<file path="config.mk">
export PLATFORM = sky130hd
export DESIGN_NAME = usb_in_path
export DESIGN_NICKNAME = d
export VERILOG_FILES = /design/src/logic/usb_in_pkg.sv /design/src/logic/axis_byte_if.sv /design/src/logic/axis_skid.sv /design/src/logic/in_source_select.sv /design/src/logic/telemetry_capture.sv /design/src/logic/usb_in_path.sv
export VERILOG_INCLUDE_DIRS = /design/src /design/src/logic
export SDC_FILE = /design/constraint.sdc
export NUM_CORES = 1
export LEC_CHECK = 0
export BUFFER_PORTS_ARGS = -buffer_cell sky130_fd_sc_hd__clkbuf_2
export CORE_ASPECT_RATIO = 0.8
export CORE_UTILIZATION = 61
export DETAILED_ROUTE_END_ITERATION = 7
export HOLD_SLACK_MARGIN = 0.03
export PLACE_DENSITY = 0.79
export RECOVER_POWER = 100
export SYNTH_ARGS = -nofsm -noshare
export SYNTH_HDL_FRONTEND = slang
export SYNTH_SLANG_ARGS = --single-unit
</file>
<file path="constraint.sdc">
create_clock -name clock -period 2.5 [get_ports clock]
set_input_delay 0.125 -clock clock [delete_from_list [all_inputs] [get_ports clock]]
set_output_delay 0.125 -clock clock [all_outputs]
set_load 0.01 [all_outputs]
</file>
<file path="src/logic/usb_in_macros.svh">
`ifndef USB_IN_MACROS_SVH
`define USB_IN_MACROS_SVH

// stream and endpoint widths
`define USB_BYTE_W 8
`define USB_ENDPT_W 4

// endpoint that reads back the telemetry log
`define TELE_ENDPOINT 2

// telemetry FIFO, counted in records
`define TELE_DEPTH 16
`define TELE_LEVEL_W 5

// level thresholds
`define TELE_HAS_LEVEL 2
`define TELE_READY_LEVEL 4

// records per telemetry packet before tlast is forced
`define TELE_PKT_RECORDS 8

`endif

</file>
<file path="src/logic/usb_in_pkg.sv">
`include "usb_in_macros.svh"

package usb_in_pkg;

  // one telemetry record, crc flag in bit 0
  typedef struct packed {
    logic [3:0] usb_state;
    logic [3:0] ctl_state;
    logic [6:0] blk_state;
    logic       crc_error;
  } tele_rec_t;

  // same 16 bits, seen either as fields or as bytes
  // bytes[0] is the low byte, sent first
  typedef union packed {
    tele_rec_t                         rec;
    logic [1:0][`USB_BYTE_W-1:0]       bytes;
  } tele_word_u;

endpackage

</file>
<file path="src/logic/axis_byte_if.sv">
`timescale 1ns/1ps
`include "usb_in_macros.svh"

// byte-wide AXI4-stream link
interface axis_byte_if;

  logic                   tvalid;
  logic                   tready;
  logic                   tlast;
  logic                   tkeep;
  logic [`USB_BYTE_W-1:0] tdata;

  modport source (
    output tvalid, tlast, tkeep, tdata,
    input  tready
  );

  modport sink (
    input  tvalid, tlast, tkeep, tdata,
    output tready
  );

endinterface

</file>
<file path="src/logic/axis_skid.sv">
`timescale 1ns/1ps
`include "usb_in_macros.svh"

module axis_skid (
  input  logic                   clock,
  input  logic                   areset_n,
  input  logic                   m_axis_tready_i,
  output logic                   m_axis_tvalid_o,
  output logic                   m_axis_tlast_o,
  output logic                   m_axis_tkeep_o,
  output logic [`USB_BYTE_W-1:0] m_axis_tdata_o,
  axis_byte_if.sink              sel_stream
);

  localparam int unsigned ENTRY_W = `USB_BYTE_W + 2;  // last, keep, data

  logic [ENTRY_W-1:0] in_w;
  logic [ENTRY_W-1:0] out_q;   // output entry
  logic [ENTRY_W-1:0] skid_q;  // overflow entry
  logic               out_valid_q;
  logic               skid_valid_q;
  logic               in_fire_w;
  logic               out_fire_w;
  logic               load_from_skid_w;
  logic               load_from_in_w;
  logic               load_skid_w;

  assign in_w       = {sel_stream.tlast, sel_stream.tkeep, sel_stream.tdata};
  assign in_fire_w  = sel_stream.tvalid & sel_stream.tready;
  assign out_fire_w = out_valid_q & m_axis_tready_i;

  // skid entry drains first, keeping byte order
  assign load_from_skid_w = skid_valid_q & out_fire_w;
  assign load_from_in_w   = in_fire_w & (~out_valid_q | out_fire_w);
  assign load_skid_w      = in_fire_w & out_valid_q & ~out_fire_w;

  always_ff @(posedge clock or negedge areset_n) begin
    if (!areset_n) begin
      out_valid_q  <= 1'b0;
      skid_valid_q <= 1'b0;
    end else begin
      if (load_from_skid_w) begin
        skid_valid_q <= 1'b0;
      end else if (load_skid_w) begin
        skid_valid_q <= 1'b1;  // output stalled, park the byte
      end

      if (load_from_in_w || load_from_skid_w) begin
        out_valid_q <= 1'b1;
      end else if (out_fire_w) begin
        out_valid_q <= 1'b0;
      end
    end
  end

  always_ff @(posedge clock) begin
    if (load_from_skid_w) begin
      out_q <= skid_q;
    end else if (load_from_in_w) begin
      out_q <= in_w;
    end
    if (load_skid_w) begin
      skid_q <= in_w;
    end
  end

  // ready straight from a flop, low only with both entries full
  assign sel_stream.tready = ~skid_valid_q;

  assign m_axis_tvalid_o = out_valid_q;
  assign {m_axis_tlast_o, m_axis_tkeep_o, m_axis_tdata_o} = out_q;

  a_out_hold: assert property (@(posedge clock) disable iff (!areset_n)
    m_axis_tvalid_o && !m_axis_tready_i |=>
      m_axis_tvalid_o && $stable(out_q));

  // skid only fills behind a full output entry, so at most two held
  a_two_max: assert property (@(posedge clock) disable iff (!areset_n)
    skid_valid_q |-> out_valid_q);

endmodule

</file>
<file path="src/logic/in_source_select.sv">
`timescale 1ns/1ps
`include "usb_in_macros.svh"

module in_source_select (
  input  logic                     clock,
  input  logic                     areset_n,
  input  logic [`USB_ENDPT_W-1:0]  blk_endpt_i,
  input  logic                     blk_in_ready_i,
  input  logic [`TELE_LEVEL_W-1:0] tele_level_i,
  input  logic                     s_axis_tvalid_i,
  input  logic                     s_axis_tlast_i,
  input  logic                     s_axis_tkeep_i,
  input  logic [`USB_BYTE_W-1:0]   s_axis_tdata_i,
  output logic                     s_axis_tready_o,
  output logic                     blk_in_ready_o,
  axis_byte_if.sink                tele_stream,
  axis_byte_if.source              sel_stream
);

  localparam logic [`USB_ENDPT_W-1:0] TELE_EP = `TELE_ENDPOINT;
  localparam logic [`TELE_LEVEL_W-1:0] READY_L = `TELE_READY_LEVEL;

  logic tele_sel_q;   // host is reading the telemetry endpoint
  logic blk_ready_q;

  always_ff @(posedge clock or negedge areset_n) begin
    if (!areset_n) begin
      tele_sel_q  <= 1'b0;
      blk_ready_q <= 1'b0;
    end else begin
      tele_sel_q  <= blk_endpt_i == TELE_EP;
      // stretch ready so a filling log gets drained
      blk_ready_q <= blk_in_ready_i || (tele_level_i >= READY_L);
    end
  end

  assign blk_in_ready_o = blk_ready_q;

  // 2:1 stream mux
  assign sel_stream.tvalid = tele_sel_q ? tele_stream.tvalid : s_axis_tvalid_i;
  assign sel_stream.tlast  = tele_sel_q ? tele_stream.tlast : s_axis_tlast_i;
  assign sel_stream.tkeep  = tele_sel_q ? tele_stream.tkeep : s_axis_tkeep_i;
  assign sel_stream.tdata  = tele_sel_q ? tele_stream.tdata : s_axis_tdata_i;

  // only the chosen source sees ready
  assign tele_stream.tready = tele_sel_q & sel_stream.tready;
  assign s_axis_tready_o    = ~tele_sel_q & sel_stream.tready;

  // user byte stays on offer until it is taken
  a_user_hold: assert property (@(posedge clock) disable iff (!areset_n)
    s_axis_tvalid_i && !s_axis_tready_o |=>
      s_axis_tvalid_i && $stable(s_axis_tdata_i) && $stable(s_axis_tlast_i));

endmodule

</file>
<file path="src/logic/telemetry_capture.sv">
`timescale 1ns/1ps
`include "usb_in_macros.svh"

module telemetry_capture (
  input  logic                     clock,
  input  logic                     areset_n,
  input  logic [3:0]               usb_state_i,
  input  logic [3:0]               ctl_state_i,
  input  logic [6:0]               blk_state_i,
  input  logic                     crc_error_i,
  output logic                     has_telemetry_o,
  output logic [`TELE_LEVEL_W-1:0] tele_level_o,
  axis_byte_if.source              tele_stream
);

  localparam int unsigned PTR_W = $clog2(`TELE_DEPTH);
  localparam int unsigned PKT_W = $clog2(`TELE_PKT_RECORDS);
  localparam logic [`TELE_LEVEL_W-1:0] DEPTH_L = `TELE_DEPTH;
  localparam logic [`TELE_LEVEL_W-1:0] HAS_L = `TELE_HAS_LEVEL;
  localparam logic [`TELE_LEVEL_W-1:0] ONE_L = 1;
  localparam logic [PKT_W-1:0] PKT_LAST = PKT_W'(`TELE_PKT_RECORDS - 1);

  usb_in_pkg::tele_rec_t  live_rec;
  usb_in_pkg::tele_rec_t  last_rec_q;  // last record seen
  usb_in_pkg::tele_word_u mem [`TELE_DEPTH];
  usb_in_pkg::tele_word_u head_w;

  logic [PTR_W-1:0]         wr_ptr_q;
  logic [PTR_W-1:0]         rd_ptr_q;
  logic [`TELE_LEVEL_W-1:0] level_q;
  logic [PKT_W-1:0]         pkt_cnt_q;  // records sent in current packet
  logic                     tvalid_q;
  logic                     byte_hi_q;  // high byte of head on offer
  logic                     tlast_q;
  logic                     full_w;
  logic                     changed_w;
  logic                     push_w;
  logic                     xfer_w;
  logic                     pop_w;

  always_comb begin
    live_rec.usb_state = usb_state_i;
    live_rec.ctl_state = ctl_state_i;
    live_rec.blk_state = blk_state_i;
    live_rec.crc_error = crc_error_i;
  end

  assign full_w    = level_q == DEPTH_L;
  assign changed_w = live_rec != last_rec_q;
  assign push_w    = changed_w & ~full_w;  // dropped when full
  assign xfer_w    = tvalid_q & tele_stream.tready;
  assign pop_w     = xfer_w & byte_hi_q;

  // record storage
  always_ff @(posedge clock) begin
    if (push_w) begin
      mem[wr_ptr_q].rec <= live_rec;
    end
  end

  assign head_w = mem[rd_ptr_q];

  always_ff @(posedge clock or negedge areset_n) begin
    if (!areset_n) begin
      last_rec_q <= '0;
      wr_ptr_q   <= '0;
      rd_ptr_q   <= '0;
      level_q    <= '0;
      pkt_cnt_q  <= '0;
      tvalid_q   <= 1'b0;
      byte_hi_q  <= 1'b0;
      tlast_q    <= 1'b0;
    end else begin
      // track every change, so one that hits a full FIFO is lost
      if (changed_w) begin
        last_rec_q <= live_rec;
      end
      if (push_w) begin
        wr_ptr_q <= wr_ptr_q + 1'b1;
      end
      if (pop_w) begin
        rd_ptr_q <= rd_ptr_q + 1'b1;
      end
      case ({push_w, pop_w})
        2'b10:   level_q <= level_q + 1'b1;
        2'b01:   level_q <= level_q - 1'b1;
        default: level_q <= level_q;
      endcase

      if (!tvalid_q) begin
        if (level_q != '0) begin
          tvalid_q  <= 1'b1;  // low byte goes first
          byte_hi_q <= 1'b0;
        end
      end else if (xfer_w) begin
        if (!byte_hi_q) begin
          byte_hi_q <= 1'b1;
          // decided here so tlast holds steady on the high byte
          tlast_q   <= (pkt_cnt_q == PKT_LAST) || (level_q == ONE_L && !push_w);
        end else begin
          byte_hi_q <= 1'b0;
          tvalid_q  <= level_q > ONE_L;  // next record already waiting
          pkt_cnt_q <= tlast_q ? '0 : pkt_cnt_q + 1'b1;
        end
      end
    end
  end

  assign tele_stream.tvalid = tvalid_q;
  assign tele_stream.tdata  = head_w.bytes[byte_hi_q];
  assign tele_stream.tlast  = byte_hi_q & tlast_q;
  assign tele_stream.tkeep  = 1'b1;

  assign tele_level_o    = level_q;
  assign has_telemetry_o = level_q >= HAS_L;

  // FIFO never overfills, and the readout only pops a stored record
  a_level_bound: assert property (@(posedge clock) disable iff (!areset_n)
    level_q <= DEPTH_L);
  a_pop_nonempty: assert property (@(posedge clock) disable iff (!areset_n)
    pop_w |-> level_q != '0);

  a_tele_hold: assert property (@(posedge clock) disable iff (!areset_n)
    tele_stream.tvalid && !tele_stream.tready |=>
      tele_stream.tvalid && $stable(tele_stream.tdata) && $stable(tele_stream.tlast));

endmodule

</file>
<file path="src/logic/usb_in_path.sv">
`timescale 1ns/1ps
`include "usb_in_macros.svh"

module usb_in_path (
  input  logic                    clock,
  input  logic                    areset_n,

  // state words from the transactor
  input  logic [3:0]              usb_state_i,
  input  logic [3:0]              ctl_state_i,
  input  logic [6:0]              blk_state_i,
  input  logic                    crc_error_i,

  // bulk endpoint control
  input  logic [`USB_ENDPT_W-1:0] blk_endpt_i,
  input  logic                    blk_in_ready_i,
  output logic                    blk_in_ready_o,
  output logic                    has_telemetry_o,

  // user byte stream in
  input  logic                    s_axis_tvalid_i,
  output logic                    s_axis_tready_o,
  input  logic                    s_axis_tlast_i,
  input  logic                    s_axis_tkeep_i,
  input  logic [`USB_BYTE_W-1:0]  s_axis_tdata_i,

  // bulk IN stream out
  output logic                    m_axis_tvalid_o,
  input  logic                    m_axis_tready_i,
  output logic                    m_axis_tlast_o,
  output logic                    m_axis_tkeep_o,
  output logic [`USB_BYTE_W-1:0]  m_axis_tdata_o
);

  logic [`TELE_LEVEL_W-1:0] tele_level_w;

  axis_byte_if tele_stream ();
  axis_byte_if sel_stream ();

  telemetry_capture u_telemetry_capture (
    .clock           (clock),
    .areset_n        (areset_n),
    .usb_state_i     (usb_state_i),
    .ctl_state_i     (ctl_state_i),
    .blk_state_i     (blk_state_i),
    .crc_error_i     (crc_error_i),
    .has_telemetry_o (has_telemetry_o),
    .tele_level_o    (tele_level_w),
    .tele_stream     (tele_stream.source)
  );

  in_source_select u_in_source_select (
    .clock           (clock),
    .areset_n        (areset_n),
    .blk_endpt_i     (blk_endpt_i),
    .blk_in_ready_i  (blk_in_ready_i),
    .tele_level_i    (tele_level_w),
    .s_axis_tvalid_i (s_axis_tvalid_i),
    .s_axis_tlast_i  (s_axis_tlast_i),
    .s_axis_tkeep_i  (s_axis_tkeep_i),
    .s_axis_tdata_i  (s_axis_tdata_i),
    .s_axis_tready_o (s_axis_tready_o),
    .blk_in_ready_o  (blk_in_ready_o),
    .tele_stream     (tele_stream.sink),
    .sel_stream      (sel_stream.source)
  );

  axis_skid u_axis_skid (
    .clock           (clock),
    .areset_n        (areset_n),
    .m_axis_tready_i (m_axis_tready_i),
    .m_axis_tvalid_o (m_axis_tvalid_o),
    .m_axis_tlast_o  (m_axis_tlast_o),
    .m_axis_tkeep_o  (m_axis_tkeep_o),
    .m_axis_tdata_o  (m_axis_tdata_o),
    .sel_stream      (sel_stream.sink)
  );

endmodule

</file>
# [Word-level counts from Yosys, hierarchy flattened]
# Memory sizes are Yosys's and may differ from the RTL's.
# Index checks and enable logic that the tools add are counted.
[classes] addsub=5 magnitude_cmp=4 mux=24 n_bitwise=19 reduce_logical=14 eq_ne=8
[ops] op="8-bit two-way mux" count=3
[ops] op="10-bit two-way mux" count=2
[ops] op="1-bit two-way mux" count=17
[ops] op="16-bit inequality test" count=1
[ops] op="1-bit AND" count=12
[ops] op="5-bit one-hot mux with 2 select lines" count=1
[ops] op="2-bit nonzero test" count=5
[ops] op="4-bit by 1-bit adder with 4-bit output (second input constant)" count=2
[ops] op="1-bit NOT" count=6
[ops] op="3-bit AND reduction" count=2
[ops] op="5-bit by 1-bit adder with 5-bit output (second input constant)" count=1
[ops] op="5-bit by 1-bit == test with 1-bit output (second input constant)" count=1
[ops] op="5-bit == test (second input constant)" count=1
[ops] op="5-bit by 2-bit greater-or-equal comparator with 1-bit output (second input constant)" count=1
[ops] op="5-bit by 3-bit greater-or-equal comparator with 1-bit output (second input constant)" count=1
[ops] op="5-bit by 1-bit > comparator with 1-bit output (second input constant)" count=1
[ops] op="5-bit nonzero test" count=1
[ops] op="5-bit by 1-bit subtractor with 5-bit output (second input constant)" count=1
[ops] op="4-bit by 2-bit == test with 1-bit output (second input constant)" count=1
[ops] op="3-bit by 1-bit adder with 3-bit output (second input constant)" count=1
[ops] op="3-bit == test (second input constant)" count=1
[ops] op="1-bit logical OR" count=3
[ops] op="3-bit two-way mux" count=1
[ops] op="2-bit by 1-bit == test with 1-bit output (second input constant)" count=1
[ops] op="other kinds (7)" count=7
[word_totals] n_memories=1 regBits=59 word_cells=92 mem_bits_rw=256 input_bits=35
[memory_table] memory="u_telemetry_capture.mem" words=16 width=16 rd=1 rd_ports_with_merged_regs=0 wr=1 line="telemetry_capture.sv:25" source="usb_in_pkg::tele_word_u mem [`TELE_DEPTH];"

# [Depth between registers and ports, before layout]
[logic_depth] ltp_word=6 mapped_depth=11

# [Cells and area by module]
# Synthesis repeated with hierarchy kept, for this count alone.
[hier_totals] hier_cells=603 hier_area_um2=12588.3
[modules_own_cells] module="telemetry_capture" n_inst=1 cells_per_inst=542 area_per_inst_um2=11506.0 seq_area_each_um2=8563.2
[modules_own_cells] module="axis_skid" n_inst=1 cells_per_inst=43 area_per_inst_um2=834.6 seq_area_each_um2=650.6
[modules_own_cells] module="in_source_select" n_inst=1 cells_per_inst=18 area_per_inst_um2=247.7 seq_area_each_um2=50.0

# [Worst setup path after synthesis]
# Ideal clock, no wire load.
[synth_path] kind="reg2reg" from="reg u_telemetry_capture.level_q[0] (netlist: u_telemetry_capture.tele_level_o[0])" to="mem u_telemetry_capture.mem[12][0] (netlist name) (enable)" period_less_slack_ns=2.294 path_stages_with_launch=7 arrival_ns=1.921 required_ns=2.126 slack_ns=0.206 setup_time_ns=0.374 path_cell_list="dfrtp_1 -> inv_1 -> ha_1 -> and3_1 -> nor2_1 -> clkbuf_1 -> and3_1"
[synth_between] elab_chain_cells=5
[synth_lines] item="start: declaration" line="telemetry_capture.sv:30" source="logic [`TELE_LEVEL_W-1:0] level_q;"
[synth_lines] item="start signal: assignment" line="telemetry_capture.sv:85" source="2'b10: level_q <= level_q + 1'b1;"
[synth_lines] item="start signal: assignment" line="telemetry_capture.sv:86" source="2'b01: level_q <= level_q - 1'b1;"
[synth_lines] item="start signal: assignment" line="telemetry_capture.sv:87" source="default: level_q <= level_q;"
[synth_lines] item="5-bit == test" line="telemetry_capture.sv:48" source="assign full_w = level_q == DEPTH_L;"
[synth_lines] item="1-bit NOT" line="telemetry_capture.sv:50" source="assign push_w = changed_w & ~full_w;"
[synth_lines] item="1-bit AND" line="telemetry_capture.sv:50"
[synth_lines] item="1-bit two-way mux" line="telemetry_capture.sv:56" source="if (push_w) begin"
[synth_lines] item="1-bit two-way mux (implied by the code)" line="telemetry_capture.sv:57" source="mem[wr_ptr_q].rec <= live_rec;"
[synth_lines] item="end: declaration" line="telemetry_capture.sv:25"
# Every way passes these cells.

# [Worst setup path after layout]
[layout_path] from="reg u_telemetry_capture.last_rec_q[11] (netlist name)" to="reg u_telemetry_capture.level_q[2] (netlist: u_telemetry_capture.tele_level_o[2])"
[layout_between] elab_chain_cells=4 elab_cells_between_ends=6
[layout_lines] item="start: declaration" line="telemetry_capture.sv:24" source="usb_in_pkg::tele_rec_t last_rec_q;"
[layout_lines] item="start signal: assignment" line="telemetry_capture.sv:76" source="last_rec_q <= live_rec;"
[layout_lines] item="16-bit inequality test *" line="telemetry_capture.sv:49" source="assign changed_w = live_rec != last_rec_q;"
[layout_lines] item="1-bit AND *" line="telemetry_capture.sv:50"
[layout_lines] item="2-bit by 1-bit == test with 1-bit output or 2-bit == test (tied branches)" line="telemetry_capture.sv:84" source="case ({push_w, pop_w})"
[layout_lines] item="5-bit one-hot mux with 2 select lines or 2-bit nonzero test (tied branches)"
# Mark *: on every way between the ends. The rest lies on a longest branch, timed or not.
# A chain may end at the register's enable or synchronous reset.

==> impl_metrics.env <==
export IMPL_dieArea_um2=21300
export IMPL_globalplace_congestion=0.820
export IMPL_vias_per_cell=6.39
export IMPL_h_tree_depth=1
export IMPL_hold_worst_slack_ps=101
export IMPL_ys_seq_area_share_pct=73.4
export IMPL_synth_area_um2=12600
export IMPL_syn_inst=737
export IMPL_crit_start="u_telemetry_capture.last_rec_q[11]"
export IMPL_final_cell_area_um2=15200
export IMPL_utilization_pct=75.8
export IMPL_dr_first_iter_drc_count=946
export IMPL_worstPathMaxFanout=6
export IMPL_timing_final_hold_violations=0
export IMPL_drv_slew=4
export IMPL_fin_crit_sh_pct=98.5
export IMPL_cp_arrival_ps=2880
export IMPL_port_buffers=48
export IMPL_syn_avg_cell_area_um2=17.1
export IMPL_yosys_warnings=0
export IMPL_clk_pin_slew_ps=60
export IMPL_vias=7437
export IMPL_reg2reg_depth=11
export IMPL_pre_cts_slack_ps=-163
export IMPL_relSlewSlack_pct=-0.00109
export IMPL_drc=0
export IMPL_clock_fmax_ghz=0.406
export IMPL_netlist_top_cells_area="edfxtp_1, mux2i_1, dfrtp_1, mux4_2, a22oi_1"
export IMPL_grt_pass1_vias=7574
export IMPL_rows=46
export IMPL_cellPowerDensity_nw_per_um2=1080
export IMPL_dr_pass1_iters=6
export IMPL_grt_max_degree=29
export IMPL_whs_path_depth=4
export IMPL_clock_skew_ps=14.4
export IMPL_rsz0062_at_grt="true"
export IMPL_regArea_um2=9270
export IMPL_layout_drive_gt1_share_pct=20.3
export IMPL_die_w_um=163
export IMPL_violations="max-capacitance violations, max-slew violations"
export IMPL_cp_start_kind="flip-flop"
export IMPL_synth_top_cells_by_count="edfxtp_1, mux2i_1, a22oi_1"
export IMPL_cts_buffers=30
export IMPL_tns_ps=0
export IMPL_worst_pin_slew_ps=1500
export IMPL_synth_fp_nets=785
export IMPL_hold_path_class="input pin to flip-flop"
export IMPL_multi_input_area_um2=3180
export IMPL_nFillCells=1096
export IMPL_cts_root_buf="clkbuf_16"
export IMPL_routedWlPerCell_um=27.0
export IMPL_period_needed_ps=2460
export IMPL_cts_tree="yes"
export IMPL_finalSetupViolations=0
export IMPL_synth_most_common_cell="edfxtp_1"
export IMPL_grt_pass1_wl_mm=45.9
export IMPL_setup_ws_ps=36.5
export IMPL_area_growth_pct=20.4
export IMPL_die_height_um=131
export IMPL_grt_overflow_total=0
export IMPL_critPathCapture="u_telemetry_capture.tele_level_o[2]"
export IMPL_drtAntennaViolNets=0
export IMPL_p_leak_nw=5.43
export IMPL_synth_ff_type="edfxtp_1"
export IMPL_required_ps=2920
export IMPL_yosysTopAreaCell="edfxtp_1"
export IMPL_clock_sinks=315
export IMPL_initial_core_util_pct=63.0
export IMPL_antenna_cells=0
export IMPL_clk_latency_ps=550
export IMPL_rrSetupSlack_ps=40
export IMPL_endpoint_kind="flip-flop"
export IMPL_yosys_area_top_type_share_pct=65.7
export IMPL_track_usage_pct=30.4
export IMPL_r2r_start="u_telemetry_capture.last_rec_q[11]"
export IMPL_yosysUniqueCellTypes=41
export IMPL_fin_nets=924
export IMPL_timing_rr_end="u_telemetry_capture.tele_level_o[2]"
export IMPL_placed_cell_area_um2=13700
export IMPL_core_area_um2=20000
export IMPL_yosys_register_bits=315
export IMPL_worstSetupPathType="flip-flop to flip-flop"
export IMPL_irDropWorstVdd_uv=694
export IMPL_dp_hpwl_mm=19.4
export IMPL_wirelength_mm=31.4
export IMPL_antenna_found_initial=0
export IMPL_cts_path_max_buffers=3
export IMPL_maxCapViolCount=1
export IMPL_boundaryPins=49
export IMPL_status="finished with violations"
export IMPL_synth_edf_count=276
export IMPL_synthArstFlopShare_pct=12.4
-- power breakdown --
part	leakage, nW	switching [mW]	internal, mW	total, mW
Combinational	1.92	2.36	1.81	4.16
Sequential	2.97	0.474	6.83	7.30
Clock	0.530	1.91	2.99	4.91
Total	5.43	4.75	11.6	16.4
-- worst max-delay path, cell delays in order (launching register included) --
cell and delay [ps]:
dfrtp_1 370, xnor2_1 230, buf_4 210, nand4_1 220, nor4_4 320, buf_4 170
nor2_1 80, inv_2 70, ha_2 240, mux2i_1 220, nor2_1 70, xor2_1 140
-- sequential cells by signal, indices dropped and copies added (netlist names) --
| register | count |
|---|---|
| u_axis_skid.m_axis_tvalid_o | 1 |
| u_axis_skid.out_q | 10 |
| u_axis_skid.skid_q | 10 |
| u_axis_skid.skid_valid_q | 1 |
| u_in_source_select.blk_in_ready_o | 1 |
| u_in_source_select.tele_sel_q | 1 |
| u_telemetry_capture.byte_hi_q | 1 |
| u_telemetry_capture.last_rec_q | 16 |
| u_telemetry_capture.mem | 256 |
| u_telemetry_capture.pkt_cnt_q | 3 |
| u_telemetry_capture.rd_ptr_q | 4 |
| u_telemetry_capture.tele_level_o | 5 |
| u_telemetry_capture.tele_stream.tvalid | 1 |
| u_telemetry_capture.tlast_q | 1 |
| u_telemetry_capture.wr_ptr_q | 4 |
-- stage by stage --
stage | power [mW] | instances
after floorplan | 9.66 | 737
after global placement | 11.0 | 1069
after detailed placement | 11.3 | 1069
after CTS | 16.2 | 1155
after global routing | 16.9 | 1164
final | 16.4 | 1164
-- worst min path at each step --
stage / slack (ps) / startpoint / end
6_report: 100 / s_axis_tdata_i[6] / u_axis_skid.skid_q[6]
5_1_grt: 100 / s_axis_tdata_i[6] / u_axis_skid.skid_q[6]
4_1_cts: 70 / s_axis_tdata_i[6] / u_axis_skid.skid_q[6]
2_1_floorplan: -170 / areset_n / u_axis_skid.m_axis_tvalid_o
3_3_place_gp: 180 / areset_n / u_axis_skid.m_axis_tvalid_o
3_5_place_dp: 190 / areset_n / u_axis_skid.m_axis_tvalid_o
-- cell families after synthesis --
| family | synth area share (%) |
|---|---|
| buffers and inverters | 2.07 |
| multiplexers | 12.4 |
| AND/OR/NAND/NOR | 5.03 |
| AO/OA/AOI/OAI | 3.93 |
| XOR/XNOR | 1.87 |
| adder cells (fa/ha/maj) | 1.29 |
| flip-flops | 73.4 |
-- cell type report --
class                   instances  area share (%)
flip-flops and latches        315            61.1
multi-input cells             364            20.9
repair buffers                154            8.40
clock buffers                  37            5.52
well taps                     264            2.18
clock inverters                19            1.63
inverters                      11           0.272
-- metal layers --
metal  track usage [%]  up-vias  part of all wire [%]
met5                 0        -                     0
met4              12.2        0                   3.5
met3              8.27       82                    11
met2              48.4      480                    48
met1              40.3     3734                    37
li1                  -     3141                     -
-- cell usage in the layout (no fill, tap or decap), types with 16 or more instances in the layout --
cell and count:
edfxtp_1 276, a22oi_1 40, mux4_2 16, nand2_1 30, clkbuf_16 31, dlygate4sd3_1 29
buf_12 19, mux2_2 16, nand3_1 20, clkbuf_1 39, mux2i_1 98, buf_4 44
xnor2_1 20, clkbuf_2 24, dfrtp_1 37
-- repair_timing --
item                       CTS  global route
pin swaps                    0             1
setup buffers                1             9
setup endpoints to repair  262           265
gates resized for setup      4             8
hold endpoints to repair   125             0
hold buffers                29             0
Note: power is estimated with default switching activity, not from simulation.
